==> config.mk <==
export PLATFORM = sky130hd
export DESIGN_NAME = pe_row
export DESIGN_NICKNAME = d
export VERILOG_FILES = /design/src/hdl/mc_pkg.sv /design/src/hdl/mac_pe.sv /design/src/hdl/multicaster.sv /design/src/hdl/operand_slot.sv /design/src/hdl/pe_row.sv /design/src/hdl/psum_arbiter.sv
export SDC_FILE = /design/constraint.sdc
export NUM_CORES = 2
export LEC_CHECK = 0
export ABC_CLOCK_PERIOD_IN_PS = 13100
export BUFFER_PORTS_ARGS = -buffer_cell sky130_fd_sc_hd__buf_2
export CORE_ASPECT_RATIO = 1.2
export CORE_MARGIN = 2
export CORE_UTILIZATION = 46
export DETAILED_ROUTE_END_ITERATION = 16
export GPL_TIMING_DRIVEN = 0
export HOLD_SLACK_MARGIN = 0.08
export PLACE_DENSITY = 0.6
export SYNTH_ARGS = -nofsm -noshare
export SYNTH_HDL_FRONTEND = slang
export SYNTH_SLANG_ARGS = --single-unit
==> constraint.sdc <==
create_clock -name clk -period 13.1 [get_ports clk]
set_clock_uncertainty 0.15 [all_clocks]
set_input_delay 1.965 -clock clk [delete_from_list [all_inputs] [get_ports clk]]
set_output_delay 1.965 -clock clk [all_outputs]
set_load 0.02 [all_outputs]
==> src/hdl/mc_pkg.sv <==
`default_nettype none

package mc_pkg;

    //////////////////////////////
    // Row sizing
    //////////////////////////////
    localparam int NUM_PE   = 4;
    localparam int DATA_W   = 16;
    localparam int PSUM_W   = 32;
    // More tag codes than PEs, so a word may hit nobody
    localparam int TAG_W    = 3;
    localparam int PE_IDX_W = 2;

    // Kind of a broadcast word
    typedef enum logic [1:0] {
        KIND_IFMAP = 2'd0,
        KIND_FLTR  = 2'd1,
        KIND_PSUM  = 2'd2
    } op_kind_e;

    // Operand view, low half carries the value
    typedef struct packed {
        logic [PSUM_W-DATA_W-1:0] rsvd;
        logic signed [DATA_W-1:0] val;
    } gb_operand_t;

    // One payload word, read as psum or as operand
    typedef union packed {
        logic signed [PSUM_W-1:0] psum;
        gb_operand_t              op;
    } gb_payload_u;

    // Broadcast bus word
    typedef struct packed {
        op_kind_e          kind;
        logic [TAG_W-1:0]  tag;
        gb_payload_u       payload;
    } gb_word_t;

    // Full operand set handed to a PE
    typedef struct packed {
        logic signed [DATA_W-1:0] ifmap;
        logic signed [DATA_W-1:0] weight;
        logic signed [PSUM_W-1:0] psum;
    } pe_operands_t;

    // Result bus word back to the buffer
    typedef struct packed {
        logic [PE_IDX_W-1:0]      pe_idx;
        logic signed [PSUM_W-1:0] psum;
    } psum_result_t;

endpackage

`default_nettype wire

==> src/hdl/mac_pe.sv <==
`default_nettype none
`timescale 1ns/100ps

module mac_pe (
    input  wire                                clk,
    input  wire                                rstn,
    input  wire                                ops_valid,
    input  mc_pkg::pe_operands_t               ops,
    output logic                               ops_ready,
    output logic                               res_valid,
    output logic signed [mc_pkg::PSUM_W-1:0]   res_psum,
    input  wire                                res_ready
);

    import mc_pkg::*;

    logic                     fire;
    logic signed [PSUM_W-1:0] product;
    logic signed [PSUM_W-1:0] psum_next;

    //////////////////////////////
    // Datapath
    //////////////////////////////

    // 16x16 signed product over the full 32 bit range
    assign product   = $signed(ops.ifmap) * $signed(ops.weight);
    // Accumulate with wrap at 32 bits
    assign psum_next = ops.psum + product;

    // Free slot or slot leaving this cycle
    assign ops_ready = !res_valid || res_ready;
    assign fire      = ops_valid && ops_ready;

    //////////////////////////////
    // Result register
    //////////////////////////////

    always_ff @(posedge clk or negedge rstn) begin
        if (!rstn) begin
            res_valid <= 1'b0;
        end else if (fire) begin
            res_valid <= 1'b1;
        end else if (res_ready) begin
            res_valid <= 1'b0;
        end
    end

    // Result payload
    always_ff @(posedge clk) begin
        if (fire) begin
            res_psum <= psum_next;
        end
    end

    // Waiting operand set held steady by the multicaster
    a_ops_hold: assert property (
        @(posedge clk) disable iff (!rstn)
        (ops_valid && !ops_ready) |=> (ops_valid && $stable(ops))
    );

endmodule

`default_nettype wire

==> src/hdl/multicaster.sv <==
`default_nettype none
`timescale 1ns/100ps

module multicaster (
    input  wire                         clk,
    input  wire                         rstn,
    input  wire                         flush,
    input  wire [mc_pkg::TAG_W-1:0]     cfg_tag,
    // Transfer strobe, bus valid and ready together
    input  wire                         gb_valid_xfer,
    input  mc_pkg::gb_word_t            gb_word,
    output logic                        accept,
    output logic                        ops_valid,
    output mc_pkg::pe_operands_t        ops,
    input  wire                         ops_ready
);

    import mc_pkg::*;

    logic [TAG_W-1:0] tag_q;
    logic             match;
    logic             take;
    logic             acc_ifmap, acc_fltr, acc_psum;
    logic             full_ifmap, full_fltr, full_psum;
    gb_payload_u      val_ifmap, val_fltr, val_psum;

    //////////////////////////////
    // Tag register
    //////////////////////////////

    // Loaded on flush, slots untouched
    always_ff @(posedge clk or negedge rstn) begin
        if (!rstn) begin
            tag_q <= '0;
        end else if (flush) begin
            tag_q <= cfg_tag;
        end
    end

    // Single compare shared by all three slots
    assign match = (gb_word.tag == tag_q);

    //////////////////////////////
    // Operand slots
    //////////////////////////////

    operand_slot #(.KIND(KIND_IFMAP)) u_slot_ifmap (
        .clk(clk), .rstn(rstn), .word_valid(gb_valid_xfer), .word(gb_word),
        .match(match), .accept(acc_ifmap), .full(full_ifmap), .value(val_ifmap),
        .take(take)
    );

    operand_slot #(.KIND(KIND_FLTR)) u_slot_fltr (
        .clk(clk), .rstn(rstn), .word_valid(gb_valid_xfer), .word(gb_word),
        .match(match), .accept(acc_fltr), .full(full_fltr), .value(val_fltr),
        .take(take)
    );

    operand_slot #(.KIND(KIND_PSUM)) u_slot_psum (
        .clk(clk), .rstn(rstn), .word_valid(gb_valid_xfer), .word(gb_word),
        .match(match), .accept(acc_psum), .full(full_psum), .value(val_psum),
        .take(take)
    );

    assign accept    = acc_ifmap & acc_fltr & acc_psum;
    // PE sees a set only once every kind is present
    assign ops_valid = full_ifmap & full_fltr & full_psum;
    // All three slots drain together
    assign take      = ops_valid & ops_ready;

    // Operand view for ifmap and weight, psum view for the sum
    always_comb begin
        ops.ifmap  = val_ifmap.op.val;
        ops.weight = val_fltr.op.val;
        ops.psum   = val_psum.psum;
    end

    // Buffer retags only while this PE has no complete set waiting
    a_flush_idle: assert property (
        @(posedge clk) disable iff (!rstn)
        flush |-> !ops_valid
    );

endmodule

`default_nettype wire

==> src/hdl/operand_slot.sv <==
`default_nettype none
`timescale 1ns/100ps

module operand_slot #(
    parameter mc_pkg::op_kind_e KIND = mc_pkg::KIND_IFMAP
) (
    input  wire                 clk,
    input  wire                 rstn,
    // Bus valid already qualified by bus ready
    input  wire                 word_valid,
    input  mc_pkg::gb_word_t    word,
    // Tag compare from the multicaster
    input  wire                 match,
    output logic                accept,
    output logic                full,
    output mc_pkg::gb_payload_u value,
    input  wire                 take
);

    logic hit;
    logic load;

    //////////////////////////////
    // Word filter
    //////////////////////////////

    // Word is addressed here and is of this slot's kind
    assign hit  = match && (word.kind == KIND);
    assign load = word_valid && hit;

    // Stall the bus only for our own kind while occupied
    // no bypass on take, keeps ready free of the PE path
    assign accept = !(full && hit);

    //////////////////////////////
    // Holding register
    //////////////////////////////

    // Occupancy flag
    always_ff @(posedge clk or negedge rstn) begin
        if (!rstn) begin
            full <= 1'b0;
        end else if (load) begin
            full <= 1'b1;
        end else if (take) begin
            full <= 1'b0;
        end
    end

    // Payload, captured whole and decoded by the parent
    always_ff @(posedge clk) begin
        if (load) begin
            value <= word.payload;
        end
    end

    // Top-level ready AND must keep a full slot from being overwritten
    a_no_overwrite: assert property (
        @(posedge clk) disable iff (!rstn)
        load |-> (!full || take)
    );

endmodule

`default_nettype wire

==> src/hdl/pe_row.sv <==
`default_nettype none
`timescale 1ns/100ps

module pe_row (
    input  wire                                          clk,
    input  wire                                          rstn,
    // Configuration
    input  wire                                          flush,
    input  wire  [mc_pkg::NUM_PE-1:0][mc_pkg::TAG_W-1:0]  cfg_tags,
    // Broadcast bus from the global buffer
    input  wire                                          gb_valid,
    input  mc_pkg::gb_word_t                             gb_word,
    output logic                                         gb_ready,
    // Result bus back to the buffer
    output logic                                         res_valid,
    output mc_pkg::psum_result_t                         res_word,
    input  wire                                          res_ready
);

    import mc_pkg::*;

    logic                             gb_xfer;
    logic [NUM_PE-1:0]                accept;
    logic [NUM_PE-1:0]                ops_valid;
    logic [NUM_PE-1:0]                ops_ready;
    pe_operands_t                     ops [NUM_PE];
    logic [NUM_PE-1:0]                pe_res_valid;
    logic [NUM_PE-1:0]                pe_res_ready;
    logic [NUM_PE-1:0][PSUM_W-1:0]    pe_res_psum;

    // Every PE must take or ignore the word
    assign gb_ready = &accept;
    assign gb_xfer  = gb_valid && gb_ready;

    //////////////////////////////
    // Multicaster and PE pairs
    //////////////////////////////
    for (genvar g = 0; g < NUM_PE; g++) begin : g_pe
        multicaster u_mc (
            .clk(clk), .rstn(rstn), .flush(flush), .cfg_tag(cfg_tags[g]),
            .gb_valid_xfer(gb_xfer), .gb_word(gb_word), .accept(accept[g]),
            .ops_valid(ops_valid[g]), .ops(ops[g]), .ops_ready(ops_ready[g])
        );

        mac_pe u_pe (
            .clk(clk), .rstn(rstn), .ops_valid(ops_valid[g]), .ops(ops[g]),
            .ops_ready(ops_ready[g]), .res_valid(pe_res_valid[g]),
            .res_psum(pe_res_psum[g]), .res_ready(pe_res_ready[g])
        );
    end

    // Shared result bus
    psum_arbiter u_arb (
        .clk(clk), .rstn(rstn), .req_valid(pe_res_valid), .req_psum(pe_res_psum),
        .req_ready(pe_res_ready), .res_valid(res_valid), .res_word(res_word),
        .res_ready(res_ready)
    );

endmodule

`default_nettype wire

==> src/hdl/psum_arbiter.sv <==
`default_nettype none
`timescale 1ns/100ps

module psum_arbiter (
    input  wire                                          clk,
    input  wire                                          rstn,
    input  wire  [mc_pkg::NUM_PE-1:0]                    req_valid,
    input  wire  [mc_pkg::NUM_PE-1:0][mc_pkg::PSUM_W-1:0] req_psum,
    output logic [mc_pkg::NUM_PE-1:0]                    req_ready,
    output logic                                         res_valid,
    output mc_pkg::psum_result_t                         res_word,
    input  wire                                          res_ready
);

    import mc_pkg::*;

    logic [PE_IDX_W-1:0] ptr_q;
    logic [PE_IDX_W-1:0] lock_idx_q;
    logic                locked_q;
    logic [PE_IDX_W-1:0] cand;
    logic [PE_IDX_W-1:0] pick;
    logic                found;
    logic [PE_IDX_W-1:0] grant_idx;

    //////////////////////////////
    // Round-robin pick
    //////////////////////////////

    // Scan from the pointer with the index wrapping at PE_IDX_W
    always_comb begin
        found = 1'b0;
        pick  = ptr_q;
        cand  = ptr_q;
        for (int i = 0; i < NUM_PE; i++) begin
            cand = ptr_q + PE_IDX_W'(i);
            if (!found && req_valid[cand]) begin
                found = 1'b1;
                pick  = cand;
            end
        end
    end

    // Stalled grant stays put
    assign grant_idx = locked_q ? lock_idx_q : pick;
    assign res_valid = req_valid[grant_idx];

    // Winner's result forwarded without a register
    always_comb begin
        res_word.pe_idx = grant_idx;
        res_word.psum   = req_psum[grant_idx];
    end

    always_comb begin
        for (int i = 0; i < NUM_PE; i++) begin
            req_ready[i] = res_ready && (grant_idx == PE_IDX_W'(i));
        end
    end

    //////////////////////////////
    // Pointer and lock
    //////////////////////////////

    always_ff @(posedge clk or negedge rstn) begin
        if (!rstn) begin
            ptr_q      <= '0;
            lock_idx_q <= '0;
            locked_q   <= 1'b0;
        end else begin
            locked_q <= res_valid && !res_ready;
            if (res_valid && !res_ready) begin
                lock_idx_q <= grant_idx;
            end
            // Move past the winner once it is taken
            if (res_valid && res_ready) begin
                ptr_q <= grant_idx + 1'b1;
            end
        end
    end

    // Stalled result stays on the bus unchanged
    a_stall_hold: assert property (
        @(posedge clk) disable iff (!rstn)
        (res_valid && !res_ready) |=> (res_valid && $stable(res_word))
    );

endmodule

`default_nettype wire

* Yosys cells after proc, flatten, opt, wreduce, memory -nomap -nowiden
Cells that the tools add are included.
Storage, ports and cells: bits in registers 417, bits of input ports 54, output and inout bits 36, logic and storage cells 221
Cells by class: add/subtract/negate cells 8, multipliers 4, magnitude comparators 5, equality and inequality tests 9, multiplexer cells 43, bitwise gates (word level) 20, reductions and logical operators 93
Operators by type and width (number):
- 32-bit adder | 4
- 16-bit by 16-bit multiplier with 32-bit output | 4
- 32-bit binary-select mux with 2-bit select | 1
- 1-bit logical AND | 50
- 1-bit 2-to-1 mux | 32
- 32-bit 2-to-1 mux | 1
- 2-bit nonzero test | 16
- 1-bit AND | 20
- 1-bit logical NOT | 20
- 2-bit by 3-bit less-than comparator with 1-bit output, second input constant | 5
- 3-bit equality test | 4
- 1-bit binary-select mux with 2-bit select | 5
- 2-bit 2-to-1 mux | 4
- 2-bit equality test, second input constant | 3
- 2-bit by 1-bit adder with 2-bit output, second input constant | 2
- 2-bit adder, second input constant | 2
- 2-bit by 1-bit equality test with 1-bit output, second input constant | 2
- 2-bit logical NOT | 2
- 1-bit logical OR | 4
- 4-bit AND reduction | 1

* Logic depth before layout (Yosys ltp)
word-level depth 19, mapped depth 24, mapped depth without buffers 23

* Hierarchy
From an unflattened synthesis, not the netlist that was laid out.
Unflattened totals: cells, all modules 5597, area total of the unflattened synthesis 61979.4 sq um
By module, submodules not included:
- mac_pe at g_pe[1].u_pe ... | instances 2, cells an instance 1220, area each 11860.1 sq um
- mac_pe at g_pe[0].u_pe | instances 1, cells an instance 1235, area each 11976.5 sq um
- mac_pe at g_pe[3].u_pe | instances 1, cells an instance 1209, area each 11840.1 sq um
- operand_slot at g_pe[0].u_mc.u_slot_fltr ... | instances 8, cells an instance 38, area each 1026.0 sq um
- operand_slot at g_pe[0].u_mc.u_slot_ifmap ... | instances 4, cells an instance 37, area each 1021.0 sq um
- psum_arbiter | instances 1, cells an instance 207, area each 1477.7 sq um
- multicaster | instances 4, cells an instance 13, area each 163.9 sq um
- pe_row | instances 1, cells an instance 2, area each 17.5 sq um

* Worst setup path before layout
Ideal clock, no wire load.
kind flip-flop to flip-flop, start point register g_pe[1].u_mc.u_slot_ifmap.value[15] (netlist name), end point register g_pe[1].u_pe.res_psum[31] (netlist name) (data pin), setup time 0.260 ns, arrival 6.072 ns, required time 12.690 ns, setup slack 6.618 ns, cell stages (with the launch flop) 23, buffers on the path 1, period minus slack after synthesis 6.482 ns, cell sequence edfxtp_1 > clkbuf_1 > nand2_1 > inv_1 > fa_1 > inv_1 > fa_1 > inv_1 > fa_1 > fa_1 > fa_1 > inv_1 > fa_1 > inv_1 > ha_1 > a21o_1 > a21o_1 > a211oi_1 > o31ai_1 > a31oi_1 > o2111ai_1 > a21oi_1 > xnor2_1
On the way: word-level cells in the longest chain between the ends 2
Ends and longest elaborated chain:
- from (decl) | RTL line operand_slot.sv:16 | output mc_pkg::gb_payload_u value,
- from (signal assigned) | RTL line operand_slot.sv:53 | value <= word.payload;
- 16-bit by 16-bit multiplier with 32-bit output | RTL line mac_pe.sv:26 | assign product = $signed(ops.ifmap) * $signed(ops.weight);
- 32-bit adder | RTL line mac_pe.sv:28 | assign psum_next = ops.psum + product;
- via g_pe[1].u_pe.psum_next[31] | RTL line mac_pe.sv:19 | logic signed [PSUM_W-1:0] psum_next;
- to (signal assigned) | RTL line mac_pe.sv:51 | res_psum <= psum_next;
- to (decl) | RTL line mac_pe.sv:11 | output logic signed [mc_pkg::PSUM_W-1:0] res_psum,
The timed path passes the listed nets, and every way through them passes these cells. A chain may end at the register's enable or synchronous reset.

* Final worst setup path
start point register g_pe[2].u_mc.u_slot_ifmap.value[9] (netlist name), end point register g_pe[2].u_pe.res_psum[31] (netlist name) (data pin)
On the way: word-level cells in the longest chain between the ends 2
Ends and longest elaborated chain (RTL line):
- from (decl) | operand_slot.sv:16
- from (signal assigned) | operand_slot.sv:53
- 16-bit by 16-bit multiplier with 32-bit output | mac_pe.sv:26
- 32-bit adder | mac_pe.sv:28
- via g_pe[2].u_pe.psum_next[31] | mac_pe.sv:19
- to (signal assigned) | mac_pe.sv:51
- to (decl) | mac_pe.sv:11
The timed path passes the listed nets, and every way through them passes these cells.

==> impl_metrics.tcl <==
set metrics [dict create \
    outcome "completed" \
    cp.required_ns 13.30 \
    setup_viol 0 \
    arrival_ns 7.90 \
    grt_max_degree 35 \
    max-vdd-ir-drop_mv 0.359 \
    cts.htree.levels 2 \
    path_cells "clkbuf_1 > nand2_1 > fa_1 > fa_1 > fa_1 > inv_1 > fa_1 > fa_1 > inv_1 > fa_1 > inv_1 > ha_1 > a21oi_1 > o21a_1 > a2bb2oi_1 > o21ai_1 > a311oi_1 > a21oi_1 > a211o_1 > a21oi_1 > xnor2_1" \
    drc 0 \
    boundaryPins 90 \
    first_pass_iters 5 \
    postRouteAntennaNets 0 \
    cts_tree "done" \
    final_cell_mix "1372 x inv_1, 1168 x fa_1, 665 x nand2_1" \
    final_common_cell "inv_1" \
    stdcell_count 7327 \
    fin_crit_sh_pct 58.8 \
    yosysSeqAreaShare_pct 21.6 \
    slew-limit-headroom_pct 12.3 \
    fin_total_pwr_mw 9.44 \
    hold_viol_final 0 \
    worstSetupStartpoint "g_pe[2].u_mc.u_slot_ifmap.value[9]" \
    seq_area_sq_um 12400 \
    fin_nets 7240 \
    cts.path.max_buffers 3 \
    synthTopCellsByArea "fa_1 41%, edfxtp_1 20%, inv_1 9.0%, ha_1 8.6%, and2_1 5.4%" \
    max_stage_delay_ns 0.62 \
    r2r-end "g_pe[2].u_pe.res_psum[31]" \
    hold_buffers 0 \
    crit_path_frequent_cell "fa_1" \
    die_h_microns 391 \
    fp.dieW_microns 326 \
    antenna_found_initial 25 \
    yosysTopAreaCellShare_pct 40.8 \
    synth_flop_cell "edfxtp_1" \
    drt-total-wl_mm 163 \
    place_inst 7207 \
    syn_avg_cell_area_sq_um 10.5 \
    reg2reg_setup_slack_ns 5.40 \
    syn-instance-count 5467 \
    cts.clk_slew.worst_paths_ns 0.06 \
    place_congestion 0.911 \
    synthArstFlopShare_pct 7.91 \
    insertion_delay_ns 0.66 \
    fmax_mhz 130 \
    min_from "u_arb.lock_idx_q[1]" \
    area_delta_synth_final_pct 8.20 \
    cellPowerDensity_nw_per_um2 152 \
    ys_ff_latch 417 \
    layout-drive-gt1-share_pct 3.92 \
    rows 141 \
    multi_input_area_sq_um 39300 \
    drtIter0Drc 2980 \
    via_per_inst 5.23 \
    fill_cells 11400 \
    track_usage_pct 26.6 \
    synth-edff-count 384 \
    hold_depth 1 \
    drv_cap 0 \
    grt_overflow 0 \
    post_cts_buffers 0 \
    worstMarginPinSlew_ns 1.30 \
    start_kind "flop" \
    cts.sinks 417 \
    p_leak_nw 29.7 \
    clock_tree.root_cell "clkbuf_16" \
    ys_warn_count 0 \
    synthesis.nets 7085 \
    synth_area_sq_um 57300 \
    synth_top_area_cell "fa_1" \
    start_util_pct 46.5 \
    critPathTopFamily "adder cells" \
    cts_made_buffers 53 \
    ys_types 66 \
    r2r-start "g_pe[2].u_mc.u_slot_ifmap.value[9]" \
    grt_pass1_vias 41000 \
    slowest_stage "a311oi_1" \
    ff2ff_path_depth 21 \
    dieArea_sq_um 127000 \
    maxSlewViolCount 0 \
    setup-tns-final_ns 0 \
    hp-class "reg2reg" \
    wl_per_cell_microns 22.2 \
    vias 38300 \
    rsz0062_at_grt "false" \
    end_kind "flop" \
    post_cts_resized 0 \
    grt_pass1_wl_mm 251 \
    crit_buf_inv 4 \
    core_sq_um 123000 \
    min_period_ns 7.70 \
    dp_hpwl_mm 132 \
    holdPathEnd "u_arb.lock_idx_q[1]" \
    crit_type "reg2reg" \
    portBuffers 85 \
    crit_fanout 10 \
]
-- Yosys cell counts, types with 37 or more instances --
master,instances
nand2_1,665
a21oi_1,101
clkbuf_1,152
nand3_1,37
edfxtp_1,384
xnor2_1,143
ha_1,396
nor2_1,114
and2_1,493
fa_1,1168
a21o_1,46
and3_1,39
a31oi_1,41
inv_1,1374
-- power breakdown --
part	switching, mW	leakage (nW)	internal, mW	total [mW]
logic	3.72	24.9	2.27	5.99
registers	0.0801	3.86	1.82	1.90
clock network	0.660	0.872	0.889	1.55
total	4.46	29.7	4.98	9.44
-- cells by family (layout without fill, tap and decap cells) --
family          count (synthesis)  after routing  share of synthesized area (%)
compound gates                339            339                           3.88
xor+xnor                      176            176                           2.69
fa+ha+maj                    1564           1564                           49.4
buf+inv                      1531           1730                           10.0
flops                         417            417                           21.6
mux                            19             19                          0.367
other cells                     0             17                              0
simple gates                 1421           1421                           12.0
-- layout make-up --
class                   count  area share (%)
multi-input cells        3519            63.3
flip-flops and latches    417            19.9
inverters                1376            8.33
well taps                1644            3.32
clock buffers              63            2.27
repair buffers            100            1.21
plain buffers             155           0.938
clock inverters            36           0.619
diodes                     17          0.0686
-- state kept, by name (all words and copies together), names as in the netlist --
| name | cells |
|---|---|
| g_pe.u_mc.u_slot_psum.value | 128 |
| g_pe.u_pe.res_psum | 128 |
| g_pe.u_mc.u_slot_fltr.value | 64 |
| g_pe.u_mc.u_slot_ifmap.value | 64 |
| g_pe.u_mc.tag_q | 12 |
| g_pe.u_mc.u_slot_fltr.full | 4 |
| g_pe.u_mc.u_slot_ifmap.full | 4 |
| g_pe.u_mc.u_slot_psum.full | 4 |
| g_pe.u_pe.res_valid | 4 |
| u_arb.lock_idx_q | 2 |
| u_arb.ptr_q | 2 |
| u_arb.locked_q | 1 |
-- routing by layer --
metal / global-route usage, % / vias up / share of wire (%)
li1: - / 16700 / -
met1: 35.0 / 19900 / 39
met3: 4.18 / 298 / 7.6
met4: 11.1 / 4 / 4.5
met5: 0 / - / 0.015
met2: 44.0 / 1425 / 49
-- worst max path at each step --
| stage | endpoint | slack, ns | depth (start not counted) |
|---|---|---|---|
| finish | g_pe[2].u_pe.res_psum[31] | 5.40 | 21 |
| global route | g_pe[2].u_pe.res_psum[31] | 5.04 | 23 |
| global placement | g_pe[3].u_pe.res_psum[31] | 5.40 | 21 |
| floorplan | g_pe[1].u_pe.res_psum[31] | 6.62 | 22 |
| detailed placement | g_pe[3].u_pe.res_psum[31] | 5.40 | 21 |
| CTS | g_pe[3].u_pe.res_psum[31] | 5.40 | 21 |
-- worst register-to-register path: cells and delay by family (launching register included) --
| kind | cells | cell delay (ns) |
|---|---|---|
| AND/OR/NAND/NOR | 1 | 0.19 |
| AO/OA/AOI/OAI | 8 | 2.31 |
| flip-flops | 1 | 0.51 |
| buffers and inverters | 4 | 0.75 |
| adder cells (fa/ha/maj) | 7 | 3.35 |
| XOR/XNOR | 1 | 0.14 |
-- per-stage QoR --
stage	utilization, %	hold WS [ns]	instance area [sq um]	setup slack [ns]
global placement	48.5	0.331	59800	5.40
finish	50.3	0.359	62000	5.40
CTS	50.2	0.360	61900	5.40
detailed placement	48.7	0.344	60100	5.40
floorplan	-	0.313	57300	6.62
global route	50.3	0.372	62000	5.04
Power figures use the tool's default switching activity.
